--- src/hdl/mem_pkg.sv ---
`default_nettype none

package mem_pkg;

	// byte address as seen by the client
	typedef logic [31:0] addr_t;

	// one memory word
	typedef logic [63:0] data_t;

	// one enable bit per data byte
	typedef logic [7:0] strb_t;

	// array size in 64-bit words
	localparam int MEM_WORDS = 1024;

	// index into the word array
	typedef logic [9:0] word_idx_t;

	// default number of queued commands
	localparam int CMD_FIFO_DEPTH = 4;

endpackage

`default_nettype wire

--- src/hdl/mem_cmd_if.sv ---
`default_nettype none

interface mem_cmd_if;

	// handshake
	logic           valid;
	logic           ready;

	// command payload, stable while valid waits for ready
	logic           we;
	mem_pkg::addr_t addr;
	mem_pkg::data_t wdata;
	mem_pkg::strb_t wstrb;

	modport source (
		output valid, we, addr, wdata, wstrb,
		input  ready
	);

	modport sink (
		input  valid, we, addr, wdata, wstrb,
		output ready
	);

endinterface

`default_nettype wire

--- src/hdl/cmd_fifo.sv ---
`default_nettype none

module cmd_fifo #(
	parameter int DEPTH = mem_pkg::CMD_FIFO_DEPTH
) (
	input  wire logic            clk,
	input  wire logic            rst,
	input  wire logic            in_valid,
	output logic                 in_ready,
	input  wire logic            in_we,
	input  wire mem_pkg::addr_t  in_addr,
	input  wire mem_pkg::data_t  in_wdata,
	input  wire mem_pkg::strb_t  in_wstrb,
	mem_cmd_if.source            out
);

	// pointer and occupancy widths
	localparam int PTR_W = (DEPTH > 1) ? $clog2(DEPTH) : 1;
	localparam int CNT_W = $clog2(DEPTH + 1);

	// storage, one array per field
	logic           we_mem    [DEPTH];
	mem_pkg::addr_t addr_mem  [DEPTH];
	mem_pkg::data_t wdata_mem [DEPTH];
	mem_pkg::strb_t wstrb_mem [DEPTH];

	logic [PTR_W-1:0] wr_ptr;
	logic [PTR_W-1:0] rd_ptr;
	logic [CNT_W-1:0] count;

	logic full;
	logic push;
	logic pop;

	// circular increment
	function automatic logic [PTR_W-1:0] ptr_next(input logic [PTR_W-1:0] p);
		return (p == PTR_W'(DEPTH - 1)) ? '0 : p + 1'b1;
	endfunction

	assign full = (count == CNT_W'(DEPTH));

	// a full queue still takes a command when one leaves in the same cycle
	assign in_ready = !full || out.ready;

	assign push = in_valid && in_ready;
	assign pop  = out.valid && out.ready;

	// head entry goes straight out
	assign out.valid = (count != '0);
	assign out.we    = we_mem[rd_ptr];
	assign out.addr  = addr_mem[rd_ptr];
	assign out.wdata = wdata_mem[rd_ptr];
	assign out.wstrb = wstrb_mem[rd_ptr];

	// entry write
	always_ff @(posedge clk) begin
		if (push) begin
			we_mem[wr_ptr]    <= in_we;
			addr_mem[wr_ptr]  <= in_addr;
			wdata_mem[wr_ptr] <= in_wdata;
			wstrb_mem[wr_ptr] <= in_wstrb;
		end
	end

	// pointers and count
	always_ff @(posedge clk) begin
		if (rst) begin
			wr_ptr <= '0;
			rd_ptr <= '0;
			count  <= '0;
		end else begin
			if (push) begin
				wr_ptr <= ptr_next(wr_ptr);
			end
			if (pop) begin
				rd_ptr <= ptr_next(rd_ptr);
			end
			case ({push, pop})
				2'b10:   count <= count + 1'b1;
				2'b01:   count <= count - 1'b1;
				default: count <= count;
			endcase
		end
	end

endmodule

`default_nettype wire

--- src/flat_wrapper.sv ---
// flat-port wrapper written by rule: the top's interface ports become plain ports
module cmd_fifo_flat 
#(
	parameter int DEPTH = mem_pkg::CMD_FIFO_DEPTH
)
  (clk, rst, in_valid, in_ready, in_we, in_addr, in_wdata, in_wstrb, out_valid, out_we, out_addr, out_wdata, out_wstrb, out_ready);
  mem_cmd_if out_i ();
  input  wire logic clk;
  input  wire logic rst;
  input  wire logic in_valid;
  output logic in_ready;
  input  wire logic in_we;
  input  wire mem_pkg::addr_t in_addr;
  input  wire mem_pkg::data_t in_wdata;
  input  wire mem_pkg::strb_t in_wstrb;
  output wire logic [$bits(out_i.valid)-1:0] out_valid;
  output wire logic [$bits(out_i.we)-1:0] out_we;
  output wire logic [$bits(out_i.addr)-1:0] out_addr;
  output wire logic [$bits(out_i.wdata)-1:0] out_wdata;
  output wire logic [$bits(out_i.wstrb)-1:0] out_wstrb;
  input wire logic [$bits(out_i.ready)-1:0] out_ready;
  assign out_valid = out_i.valid;
  assign out_we = out_i.we;
  assign out_addr = out_i.addr;
  assign out_wdata = out_i.wdata;
  assign out_wstrb = out_i.wstrb;
  assign out_i.ready = out_ready;
  cmd_fifo #(.DEPTH(DEPTH)) u_core (.clk(clk), .rst(rst), .in_valid(in_valid), .in_ready(in_ready), .in_we(in_we), .in_addr(in_addr), .in_wdata(in_wdata), .in_wstrb(in_wstrb), .out(out_i));
endmodule
--- config.mk ---
export PLATFORM = sky130hd
export DESIGN_NAME = cmd_fifo_flat
export DESIGN_NICKNAME = d
export VERILOG_FILES = /design/src/hdl/mem_pkg.sv /design/src/hdl/mem_cmd_if.sv /design/src/hdl/cmd_fifo.sv /design/src/flat_wrapper.sv
export SDC_FILE = /design/constraint.sdc
export NUM_CORES = 1
export LEC_CHECK = 0
export ABC_AREA = 1
export BUFFER_PORTS_ARGS = -buffer_cell sky130_fd_sc_hd__buf_2
export CAP_MARGIN = 20
export CORE_MARGIN = 2
export CORE_UTILIZATION = 57
export CTS_CLUSTER_DIAMETER = 100
export CTS_CLUSTER_SIZE = 12
export DETAILED_ROUTE_END_ITERATION = 6
export GPL_TIMING_DRIVEN = 1
export HOLD_SLACK_MARGIN = 0.05
export MAX_ROUTING_LAYER = met4
export PLACE_DENSITY = 0.87
export SLEW_MARGIN = 20
export SYNTH_ARGS = -nofsm -noshare
export SYNTH_HDL_FRONTEND = slang
export SYNTH_SLANG_ARGS = --single-unit
--- constraint.sdc ---
create_clock -name clk -period 8.1 [get_ports clk]
set_input_delay 0.81 -clock clk [delete_from_list [all_inputs] [get_ports clk]]
set_output_delay 0.81 -clock clk [all_outputs]
set_load 0.01 [all_outputs]
==> results_dict.tcl <==
set metrics [dict create \
    ys_warn_count 0 \
    grtUsageMet1 0.2791 \
    ant_nets 0 \
    cp.arrival_ps 3270 \
    p_int_uw 4004 \
    drive_gt1_frac 0.2179 \
    pre_cts_ws_ps 4336 \
    worstHoldStart "in_wdata[41]" \
    cpPeakStageDelay_ps 930 \
    grt_pass1_wl_um 49720 \
    final.setup.tns_ps 0 \
    fmax_ghz 0.2451 \
    critPathLaunchType "flop" \
    grt_pass1_vias 9604 \
    initial_utilization 0.5791 \
    synth_seq_cells 429 \
    yosys_most_used_dff "edfxtp_1" \
    grt_use_met3 0.03777 \
    fin_area_mm2 0.01840 \
    cap_violations 0 \
    crit_fanout 115 \
    slew_headroom 0.2930 \
    combinationalPowerShare 0.247 \
    syn_area_per_cell_um2 14.91 \
    ys_seq_area_frac 0.7930 \
    die_area_mm2 0.02966 \
    syn_inst 1082 \
    critPathSlowestCell "buf_4" \
    track_usage 0.2261 \
    finalCriticalPeriod_ps 4080 \
    yosysTopAreaCellShare 0.7818 \
    drt_iter0_markers 1076 \
    setup_viol 0 \
    place_area_mm2 0.01731 \
    via_per_inst 5.822 \
    hold_path_class "in2reg" \
    first_pass_iters 5 \
    cts_hold_buffers 0 \
    rsz0062_at_grt "no" \
    cts_buffer_depth 3 \
    required_ps 7290 \
    synth_commonest_cells "edfxtp_1, nor2_1, o21ai_0, o22ai_1, o21ai_1" \
    cts_root_buffer "clkbuf_16" \
    grt_max_degree 116 \
    crit_buf_inv 3 \
    clock_latency_ps 520 \
    area_growth_pct 14.08 \
    synth_edf_count 420 \
    numCtsBuffers 41 \
    cpLargestDelayFamily "buffers and inverters" \
    boundaryPins 216 \
    overflow 0 \
    path_clk_slew_ps 60 \
    cts_max_level 2 \
    cts_sinks 429 \
    slew_violations 0 \
    finClkSkew_ps 17.19 \
    power_frac_clock 0.284 \
    mappedNetlistArea_mm2 0.01613 \
    power_switching_uw 1739 \
    grt_antenna_before_repair 4 \
    yosys-top-cells-area "edfxtp_1, nor2_1, o22ai_1" \
    hold_violations 0 \
    cts_setup_buffers 0 \
    r2r-start "u_core.count[1]" \
    swShare 0.3029 \
    core_area_mm2 0.02786 \
    routed_wl_um 33270 \
    worst_pin_slew_ps 1061 \
    outcome "finished clean" \
    worst_slack_ps 4020 \
    dieWidth_um 172.2 \
    postCtsResizedCells 0 \
    async_flop_share 0 \
    synth_top_area_cell "edfxtp_1" \
    tritoncts "built" \
    synth.most_common_cell "edfxtp_1" \
    place_congestion 0.7332 \
    port_buffers 215 \
    vias 9787 \
    drcViolationCount 0 \
    period_share 0.5037 \
    final_nets 1401 \
    grt_busiest_layer "met2" \
    die_h_um 172.2 \
    syn_nets 1198 \
    hpwl_um 18470 \
    powerDensity_mw_per_mm2 312.1 \
    power.leakage_uw 0.006406 \
    synth_cell_type_count 23 \
    rows 61 \
    post_drt_wl_per_cell_um 19.79 \
    setup.worst_path.class "reg2out" \
    ir_worst_vdd_v 0.0002465 \
    path_cells "inv_6, buf_4, o21ai_1, o22ai_1, buf_2" \
    power.share.sequential 0.469 \
    grt_util_met2 0.3789 \
    end_kind "output port" \
]
[stage by stage]
step                      hold slack (ps)  cells    util  power (uW)
after CTS                           481.9   1677  0.6602        5774
after floorplan                     481.1   1082       -        3684
after detailed placement            511.9   1620  0.6212        4154
after global placement              487.0   1620  0.6212        4096
final                               506.4   1681  0.6606        5743
after global routing                494.2   1681  0.6606        6006
[power by group through the flow]
stage | clock (uW) | combinational (uW) | sequential (uW)
3_3_place_gp | 0 | 1360 | 2730
4_1_cts | 1660 | 1420 | 2690
6_report | 1630 | 1420 | 2690
3_5_place_dp | 0 | 1410 | 2740
5_1_grt | 1740 | 1560 | 2710
2_1_floorplan | 0 | 975 | 2710
[layout by cell type (no fill, tap or decap)]
cell type / synthesis / layout
nand3_1: 1 / 1
clkbuf_16: 0 / 41
dfxtp_4: 0 / 2
o21ai_0: 110 / 110
o21ai_1: 99 / 99
o22ai_1: 105 / 105
buf_4: 8 / 13
inv_1: 14 / 14
fa_1: 1 / 1
ha_1: 6 / 6
edfxtp_1: 420 / 420
o21ai_2: 5 / 5
inv_6: 0 / 1
buf_2: 11 / 215
clkinv_2: 0 / 2
nand2_1: 11 / 11
diode_2: 0 / 4
nor2_4: 0 / 4
a21oi_1: 3 / 3
nor2_1: 227 / 223
nand3b_1: 1 / 1
clkbuf_1: 14 / 15
dfxtp_1: 9 / 7
[registers in the layout, indices dropped and copies added (netlist names), named ones only]
signal            cells
u_core.wdata_mem    256
u_core.addr_mem     128
u_core.wstrb_mem     32
u_core.we_mem         4
u_core.count          3
u_core.rd_ptr         2
u_core.wr_ptr         2
[routing by layer]
layer	wire (um)	up-vias
met3	2204	60
met1	13440	4838
met2	16910	410
met4	708	0
met5	0	-
li1	-	4479
[area by class of cell]
type	instances	area, um2
diodes	4	10.01
clock buffers	56	1082
clock inverters	1	5.005
fillers	1861	9455
inverters	16	66.31
multi-input cells	569	2793
flip-flops and latches	429	12800
well taps	378	473.0
repair buffers	228	1174
[path summary, 6_finish.rpt]
path | end | slack [ps] | cells after the start
worst max register to register | u_core.wdata_mem[0][16] | 4890 | 6
worst max-delay path | out_wstrb[6] | 4020 | 5
worst min-delay path | u_core.wdata_mem[3][41] | 510 | 1
worst min register to register | flop | 530 | 2
[cell families (layout without fill, tap and decap cells)]
| kind of cell | Yosys count | count (layout) | synth area share |
|---|---|---|---|
| fa+ha+maj | 7 | 7 | 0.005895 |
| buf+inv | 84 | 301 | 0.03576 |
| other cells | 0 | 4 | 0 |
| simple gates | 240 | 240 | 0.05615 |
| compound gates | 322 | 322 | 0.1092 |
| flops | 429 | 429 | 0.7930 |
No activity file was read; power rests on OpenSTA's default activity.
