**src/hdl/axi_pkg.sv**
```systemverilog
`default_nettype none

package axi_pkg;

	// AXI4-Lite response code
	typedef logic [1:0] resp_t;

	localparam resp_t RESP_OKAY   = 2'd0;
	localparam resp_t RESP_SLVERR = 2'd2;

	// bridge FSM
	typedef enum logic [1:0] {
		m_idle,
		m_write,
		m_read,
		m_resp
	} master_state_t;

	// slave write channel FSM
	typedef enum logic {
		wr_idle,
		wr_resp
	} slave_wr_state_t;

	// slave read channel FSM
	typedef enum logic {
		rd_idle,
		rd_resp
	} slave_rd_state_t;

endpackage

`default_nettype wire

```
**src/hdl/mem_pkg.sv**
```systemverilog
`default_nettype none

package mem_pkg;

	// byte address as seen by the client
	typedef logic [31:0] addr_t;

	// one memory word
	typedef logic [63:0] data_t;

	// one enable bit per data byte
	typedef logic [7:0] strb_t;

	// array size in 64-bit words
	localparam int MEM_WORDS = 1024;

	// index into the word array
	typedef logic [9:0] word_idx_t;

	// default number of queued commands
	localparam int CMD_FIFO_DEPTH = 4;

endpackage

`default_nettype wire

```
**src/hdl/axi_lite_if.sv**
```systemverilog
`default_nettype none

interface axi_lite_if;

	// write address channel
	logic             awvalid;
	logic             awready;
	mem_pkg::addr_t   awaddr;

	// write data channel
	logic             wvalid;
	logic             wready;
	mem_pkg::data_t   wdata;
	mem_pkg::strb_t   wstrb;

	// write response channel
	logic             bvalid;
	logic             bready;
	axi_pkg::resp_t   bresp;

	// read address channel
	logic             arvalid;
	logic             arready;
	mem_pkg::addr_t   araddr;

	// read data channel
	logic             rvalid;
	logic             rready;
	mem_pkg::data_t   rdata;
	axi_pkg::resp_t   rresp;

	modport master (
		output awvalid, awaddr, wvalid, wdata, wstrb, bready, arvalid, araddr, rready,
		input  awready, wready, bvalid, bresp, arready, rvalid, rdata, rresp
	);

	modport slave (
		input  awvalid, awaddr, wvalid, wdata, wstrb, bready, arvalid, araddr, rready,
		output awready, wready, bvalid, bresp, arready, rvalid, rdata, rresp
	);

endinterface

`default_nettype wire

```
**src/hdl/mem_cmd_if.sv**
```systemverilog
`default_nettype none

interface mem_cmd_if;

	// handshake
	logic           valid;
	logic           ready;

	// command payload, stable while valid waits for ready
	logic           we;
	mem_pkg::addr_t addr;
	mem_pkg::data_t wdata;
	mem_pkg::strb_t wstrb;

	modport source (
		output valid, we, addr, wdata, wstrb,
		input  ready
	);

	modport sink (
		input  valid, we, addr, wdata, wstrb,
		output ready
	);

endinterface

`default_nettype wire

```
**src/hdl/axi_lite_master.sv**
```systemverilog
`default_nettype none

module axi_lite_master (
	input  wire logic       clk,
	input  wire logic       rst,
	mem_cmd_if.sink         cmd,
	axi_lite_if.master      axi,
	output logic            rsp_valid,
	input  wire logic       rsp_ready,
	output logic            rsp_we,
	output mem_pkg::data_t  rsp_rdata,
	output axi_pkg::resp_t  rsp_resp
);

	axi_pkg::master_state_t state;

	// channel valids, each cleared on its own handshake
	logic awvalid_q;
	logic wvalid_q;
	logic arvalid_q;

	// latched command
	logic           we_q;
	mem_pkg::addr_t addr_q;
	mem_pkg::data_t wdata_q;
	mem_pkg::strb_t wstrb_q;

	// latched response
	mem_pkg::data_t rdata_q;
	axi_pkg::resp_t resp_q;

	logic cmd_fire;
	logic aw_fire;
	logic w_fire;
	logic b_fire;
	logic ar_fire;
	logic r_fire;

	// only take a new command once the last response has gone
	assign cmd.ready = (state == axi_pkg::m_idle);
	assign cmd_fire  = cmd.valid && cmd.ready;

	// address shared by both channels
	assign axi.awvalid = awvalid_q;
	assign axi.awaddr  = addr_q;
	assign axi.wvalid  = wvalid_q;
	assign axi.wdata   = wdata_q;
	assign axi.wstrb   = wstrb_q;
	assign axi.arvalid = arvalid_q;
	assign axi.araddr  = addr_q;

	// response readies held for the whole wait
	assign axi.bready = (state == axi_pkg::m_write);
	assign axi.rready = (state == axi_pkg::m_read);

	assign aw_fire = awvalid_q && axi.awready;
	assign w_fire  = wvalid_q && axi.wready;
	assign b_fire  = axi.bvalid && axi.bready;
	assign ar_fire = arvalid_q && axi.arready;
	assign r_fire  = axi.rvalid && axi.rready;

	// client response port
	assign rsp_valid = (state == axi_pkg::m_resp);
	assign rsp_we    = we_q;
	assign rsp_rdata = rdata_q;
	assign rsp_resp  = resp_q;

	// payload capture
	always_ff @(posedge clk) begin
		if (cmd_fire) begin
			we_q    <= cmd.we;
			addr_q  <= cmd.addr;
			wdata_q <= cmd.wdata;
			wstrb_q <= cmd.wstrb;
		end
		// writes report zero data
		if (b_fire) begin
			resp_q  <= axi.bresp;
			rdata_q <= '0;
		end
		if (r_fire) begin
			resp_q  <= axi.rresp;
			rdata_q <= axi.rdata;
		end
	end

	// control FSM
	always_ff @(posedge clk) begin
		if (rst) begin
			state     <= axi_pkg::m_idle;
			awvalid_q <= 1'b0;
			wvalid_q  <= 1'b0;
			arvalid_q <= 1'b0;
		end else begin
			case (state)
				axi_pkg::m_idle: begin
					if (cmd_fire) begin
						if (cmd.we) begin
							awvalid_q <= 1'b1;
							wvalid_q  <= 1'b1;
							state     <= axi_pkg::m_write;
						end else begin
							arvalid_q <= 1'b1;
							state     <= axi_pkg::m_read;
						end
					end
				end
				axi_pkg::m_write: begin
					// aw and w may be taken in different cycles
					if (aw_fire) begin
						awvalid_q <= 1'b0;
					end
					if (w_fire) begin
						wvalid_q <= 1'b0;
					end
					if (b_fire) begin
						state <= axi_pkg::m_resp;
					end
				end
				axi_pkg::m_read: begin
					if (ar_fire) begin
						arvalid_q <= 1'b0;
					end
					if (r_fire) begin
						state <= axi_pkg::m_resp;
					end
				end
				axi_pkg::m_resp: begin
					if (rsp_ready) begin
						state <= axi_pkg::m_idle;
					end
				end
				default: state <= axi_pkg::m_idle;
			endcase
		end
	end

endmodule

`default_nettype wire

```
**src/flat_wrapper.sv**
```systemverilog
// flat-port wrapper written by rule: the top's interface ports become plain ports
module axi_lite_master_flat 
  (clk, rst, rsp_valid, rsp_ready, rsp_we, rsp_rdata, rsp_resp, cmd_valid, cmd_we, cmd_addr, cmd_wdata, cmd_wstrb, cmd_ready, axi_awvalid, axi_awaddr, axi_wvalid, axi_wdata, axi_wstrb, axi_bready, axi_arvalid, axi_araddr, axi_rready, axi_awready, axi_wready, axi_bvalid, axi_bresp, axi_arready, axi_rvalid, axi_rdata, axi_rresp);
  mem_cmd_if cmd_i ();
  axi_lite_if axi_i ();
  input  wire logic clk;
  input  wire logic rst;
  output logic rsp_valid;
  input  wire logic rsp_ready;
  output logic rsp_we;
  output mem_pkg::data_t rsp_rdata;
  output axi_pkg::resp_t rsp_resp;
  input wire logic [$bits(cmd_i.valid)-1:0] cmd_valid;
  input wire logic [$bits(cmd_i.we)-1:0] cmd_we;
  input wire logic [$bits(cmd_i.addr)-1:0] cmd_addr;
  input wire logic [$bits(cmd_i.wdata)-1:0] cmd_wdata;
  input wire logic [$bits(cmd_i.wstrb)-1:0] cmd_wstrb;
  output wire logic [$bits(cmd_i.ready)-1:0] cmd_ready;
  output wire logic [$bits(axi_i.awvalid)-1:0] axi_awvalid;
  output wire logic [$bits(axi_i.awaddr)-1:0] axi_awaddr;
  output wire logic [$bits(axi_i.wvalid)-1:0] axi_wvalid;
  output wire logic [$bits(axi_i.wdata)-1:0] axi_wdata;
  output wire logic [$bits(axi_i.wstrb)-1:0] axi_wstrb;
  output wire logic [$bits(axi_i.bready)-1:0] axi_bready;
  output wire logic [$bits(axi_i.arvalid)-1:0] axi_arvalid;
  output wire logic [$bits(axi_i.araddr)-1:0] axi_araddr;
  output wire logic [$bits(axi_i.rready)-1:0] axi_rready;
  input wire logic [$bits(axi_i.awready)-1:0] axi_awready;
  input wire logic [$bits(axi_i.wready)-1:0] axi_wready;
  input wire logic [$bits(axi_i.bvalid)-1:0] axi_bvalid;
  input wire logic [$bits(axi_i.bresp)-1:0] axi_bresp;
  input wire logic [$bits(axi_i.arready)-1:0] axi_arready;
  input wire logic [$bits(axi_i.rvalid)-1:0] axi_rvalid;
  input wire logic [$bits(axi_i.rdata)-1:0] axi_rdata;
  input wire logic [$bits(axi_i.rresp)-1:0] axi_rresp;
  assign cmd_i.valid = cmd_valid;
  assign cmd_i.we = cmd_we;
  assign cmd_i.addr = cmd_addr;
  assign cmd_i.wdata = cmd_wdata;
  assign cmd_i.wstrb = cmd_wstrb;
  assign cmd_ready = cmd_i.ready;
  assign axi_awvalid = axi_i.awvalid;
  assign axi_awaddr = axi_i.awaddr;
  assign axi_wvalid = axi_i.wvalid;
  assign axi_wdata = axi_i.wdata;
  assign axi_wstrb = axi_i.wstrb;
  assign axi_bready = axi_i.bready;
  assign axi_arvalid = axi_i.arvalid;
  assign axi_araddr = axi_i.araddr;
  assign axi_rready = axi_i.rready;
  assign axi_i.awready = axi_awready;
  assign axi_i.wready = axi_wready;
  assign axi_i.bvalid = axi_bvalid;
  assign axi_i.bresp = axi_bresp;
  assign axi_i.arready = axi_arready;
  assign axi_i.rvalid = axi_rvalid;
  assign axi_i.rdata = axi_rdata;
  assign axi_i.rresp = axi_rresp;
  axi_lite_master u_core (.clk(clk), .rst(rst), .cmd(cmd_i), .axi(axi_i), .rsp_valid(rsp_valid), .rsp_ready(rsp_ready), .rsp_we(rsp_we), .rsp_rdata(rsp_rdata), .rsp_resp(rsp_resp));
endmodule
```
**config.mk**
```make
export PLATFORM = sky130hd
export DESIGN_NAME = axi_lite_master_flat
export DESIGN_NICKNAME = d
export VERILOG_FILES = /design/src/hdl/axi_pkg.sv /design/src/hdl/mem_pkg.sv /design/src/hdl/axi_lite_if.sv /design/src/hdl/mem_cmd_if.sv /design/src/hdl/axi_lite_master.sv /design/src/flat_wrapper.sv
export SDC_FILE = /design/constraint.sdc
export NUM_CORES = 1
export LEC_CHECK = 0
export BUFFER_PORTS_ARGS = -buffer_cell sky130_fd_sc_hd__buf_2
export CORE_AREA = 2 2 151 153
export DETAILED_ROUTE_END_ITERATION = 8
export DIE_AREA = 0 0 153 155
export SYNTH_ARGS = -nofsm -noshare
export SYNTH_HDL_FRONTEND = slang
export SYNTH_SLANG_ARGS = --single-unit
```
**constraint.sdc**
```tcl
create_clock -name clk -period 9.15 [get_ports clk]
set_input_delay 0.915 -clock clk [delete_from_list [all_inputs] [get_ports clk]]
set_output_delay 0.915 -clock clk [all_outputs]
set_load 0.05 [all_outputs]
```
==> results.json <==
{
  "synth_edf_count": 171,
  "core-area_sq_um": 22200,
  "postRouteAntennaNets": 0,
  "ys.warnings.count": 0,
  "crit_arrival_ns": 2.77,
  "grt_max_degree": 86,
  "drt-initial-drc-count": 158,
  "dieArea_sq_um": 23700,
  "holdBufCountCts": 0,
  "syn_area_sq_um": 6260,
  "synth_flop_cell": "edfxtp_1",
  "leakagePower_nw": 4.03,
  "cpPeakStageDelay_ns": 0.82,
  "final_hold_viol_count": 0,
  "p_sw_w": 0.00125,
  "vias": 4161,
  "synth_cell_types": 24,
  "status": "finished, final reports clean",
  "crit_path_max_fanout": 67,
  "pwr-share-clk": 0.236,
  "globalplace.congestion": 0.753,
  "clock-skew-final_ns": 0.00964,
  "finalWirelength_mm": 17.0,
  "rsz0062_at_grt": "false",
  "swShare": 0.429,
  "setup-violations-final": 0,
  "yosys-top-cells-count": "edfxtp_1 (171), and3_1 (64), buf_4 (32)",
  "maxSlewViolCount": 0,
  "min_period_ns": 2.73,
  "ys_seq_elements": 176,
  "vdd.ir_drop.worst_mv": 0.266,
  "antenna_found_initial": 5,
  "synthTopCellsByArea": "edfxtp_1 (82%), and3_1 (6.4%), buf_4 (3.8%)",
  "path_class": "reg -> reg",
  "avgViaCountPerCell": 4.18,
  "dr.pass1.iters": 4,
  "root_buffer": "clkbuf_16",
  "crit_chain": "inv_1 > ha_2 > nand2_1 > nand2_2 > buf_4",
  "seq_area_frac_synth": 0.837,
  "post-cts-setup-buffer-count": 0,
  "core.rowCount": 55,
  "yosys.area.top_type": "edfxtp_1",
  "avgSynthCellArea_sq_um": 19.1,
  "synth_most_common_cell": "edfxtp_1",
  "cp-start-kind": "flop",
  "overflow": 0,
  "layout-drive-gt1-share": 0.612,
  "area_growth_syn_to_layout_pct": 41.6,
  "async_reset_ff_frac": 0,
  "die_w_um": 153,
  "fin_nets": 883,
  "syn_inst": 328,
  "io_buffers": 391,
  "h-tree-depth": 4,
  "power_per_cell_area_nw_per_um2": 330,
  "cts_buffer_depth": 2,
  "pwr-share-seq": 0.396,
  "synth_top_area_share": 0.821,
  "grt_pass1_vias": 4270,
  "fmax_mhz": 366,
  "syn-num-nets": 517,
  "clk_pin_slew_worst_paths_ns": 0.07,
  "post_cts_resized": 0,
  "grt_pass1_wl_mm": 24.7,
  "post-dp-hpwl_mm": 13.0,
  "numCtsBuffers": 17,
  "power_w": 0.00292,
  "grt_usage": 0.139,
  "maxCapViolations": 0,
  "worst_slew_pin_slew_ns": 1.08,
  "wl_per_cell_um": 17.1,
  "finalSetupTns_ns": 0,
  "cp_slowest_cell": "ha_2",
  "die_y_um": 155,
  "drcViolationCount": 0,
  "crit_path_end_kind": "flop",
  "comb_power_share": 0.368,
  "tritoncts": "done",
  "io_pins": 392,
  "dpl_worst_slack_ns": 6.06,
  "fin_crit_sh": 0.298,
  "cts.sinks": 176,
  "start_util": 0.282,
  "internal-power_w": 0.00167,
  "fin_ws_ns": 6.42,
  "required_ns": 9.19,
  "timing.slew.headroom": 0.283,
  "hp-class": "reg -> reg",
  "clkLatencyLatePin_ns": 0.41
}
cells in the final DEF (no fill, tap or decap), drive strengths merged:
cell,Yosys,layout
a31oi,1,1
nor4,1,1
buf,32,393
nor2,3,3
and2,1,1
inv,5,13
nand2b,1,1
nor2b,3,3
ha,7,7
mux2i,2,2
clkinv,0,3
a2111oi,1,1
clkinvlp,0,3
nor3,1,1
clkbuf,14,18
a21oi,2,2
nand2,6,6
mux2,3,3
diode,0,3
dfxtp,5,5
and3,64,64
a31o,3,3
o211ai,1,1
a211oi,1,1
edfxtp,171,171
flip-flops by register name (all words and copies together), names as in the netlist:
name                flops
u_core.axi.araddr      32
u_core.axi.arvalid      1
u_core.axi.awvalid      1
u_core.axi.wdata       64
u_core.axi.wstrb        8
u_core.axi.wvalid       1
u_core.rsp_rdata       64
u_core.rsp_resp         2
u_core.rsp_we           1
u_core.state            2
routing by layer:
metal	up-vias	share of wire	GRT usage
li1	1953	-	-
met1	1968	0.39	0.161
met2	223	0.51	0.237
met3	15	0.093	0.0574
met4	2	0.011	0.0392
met5	-	0.00077	0
logic make-up (layout without fill, tap and decap cells):
group | count (synthesis) | in the layout | synth area share
AND/OR/NAND/NOR | 80 | 80 | 0.0774
multiplexers | 5 | 5 | 0.00860
other | 0 | 3 | 0
buffers and inverters | 51 | 430 | 0.0498
AO/OA/AOI/OAI | 9 | 9 | 0.0136
adder cells (fa/ha/maj) | 7 | 7 | 0.0140
flip-flops | 176 | 176 | 0.837
final timing paths:
| path | cells after the start | slack, ns | to | startpoint |
|---|---|---|---|---|
| setup / recovery | 5 | 6.42 | u_core.rsp_rdata[34] | u_core.state[0] |
| hold / removal | 1 | 0.50 | u_core.axi.wvalid | u_core.axi.wvalid |
| setup reg to reg | 5 | 6.42 | u_core.rsp_rdata[34] | u_core.state[0] |
| hold reg to reg | 1 | 0.50 | u_core.axi.wvalid | u_core.axi.wvalid |
cell type report:
class	count	area, sq um
fill	2109	13400
sequential	176	5240
timing repair buffer	393	1970
multi-input combinational	101	718
clock buffer	18	429
tap	285	357
clock inverter	14	125
inverter	5	18.8
antenna	3	7.51
worst max-delay path: cells and delay by family, from the launching register on:
kind	cells	cell delay, ns
buffers and inverters	2	0.79
adder cells (fa/ha/maj)	1	0.82
AND/OR/NAND/NOR	2	0.34
flip-flops	1	0.36
power groups by stage:
stage               logic, W  registers, W  clock network, W
global placement     0.00108       0.00117                 0
detailed placement   0.00109       0.00118                 0
finish               0.00108       0.00116          0.000689
floorplan           0.000332       0.00170                 0
global route         0.00113       0.00118          0.000746
CTS                  0.00109       0.00116          0.000710
metrics by stage:
step	utilization	cell area [sq um]	hold WS, ns	instances
2_1_floorplan	-	6260	0.520	328
3_3_place_gp	0.373	8300	0.478	960
3_5_place_dp	0.373	8300	0.477	960
4_1_cts	0.398	8850	0.501	992
5_1_grt	0.399	8860	0.542	994
6_report	0.399	8860	0.504	995
Note: power is estimated with default switching activity, not from simulation.
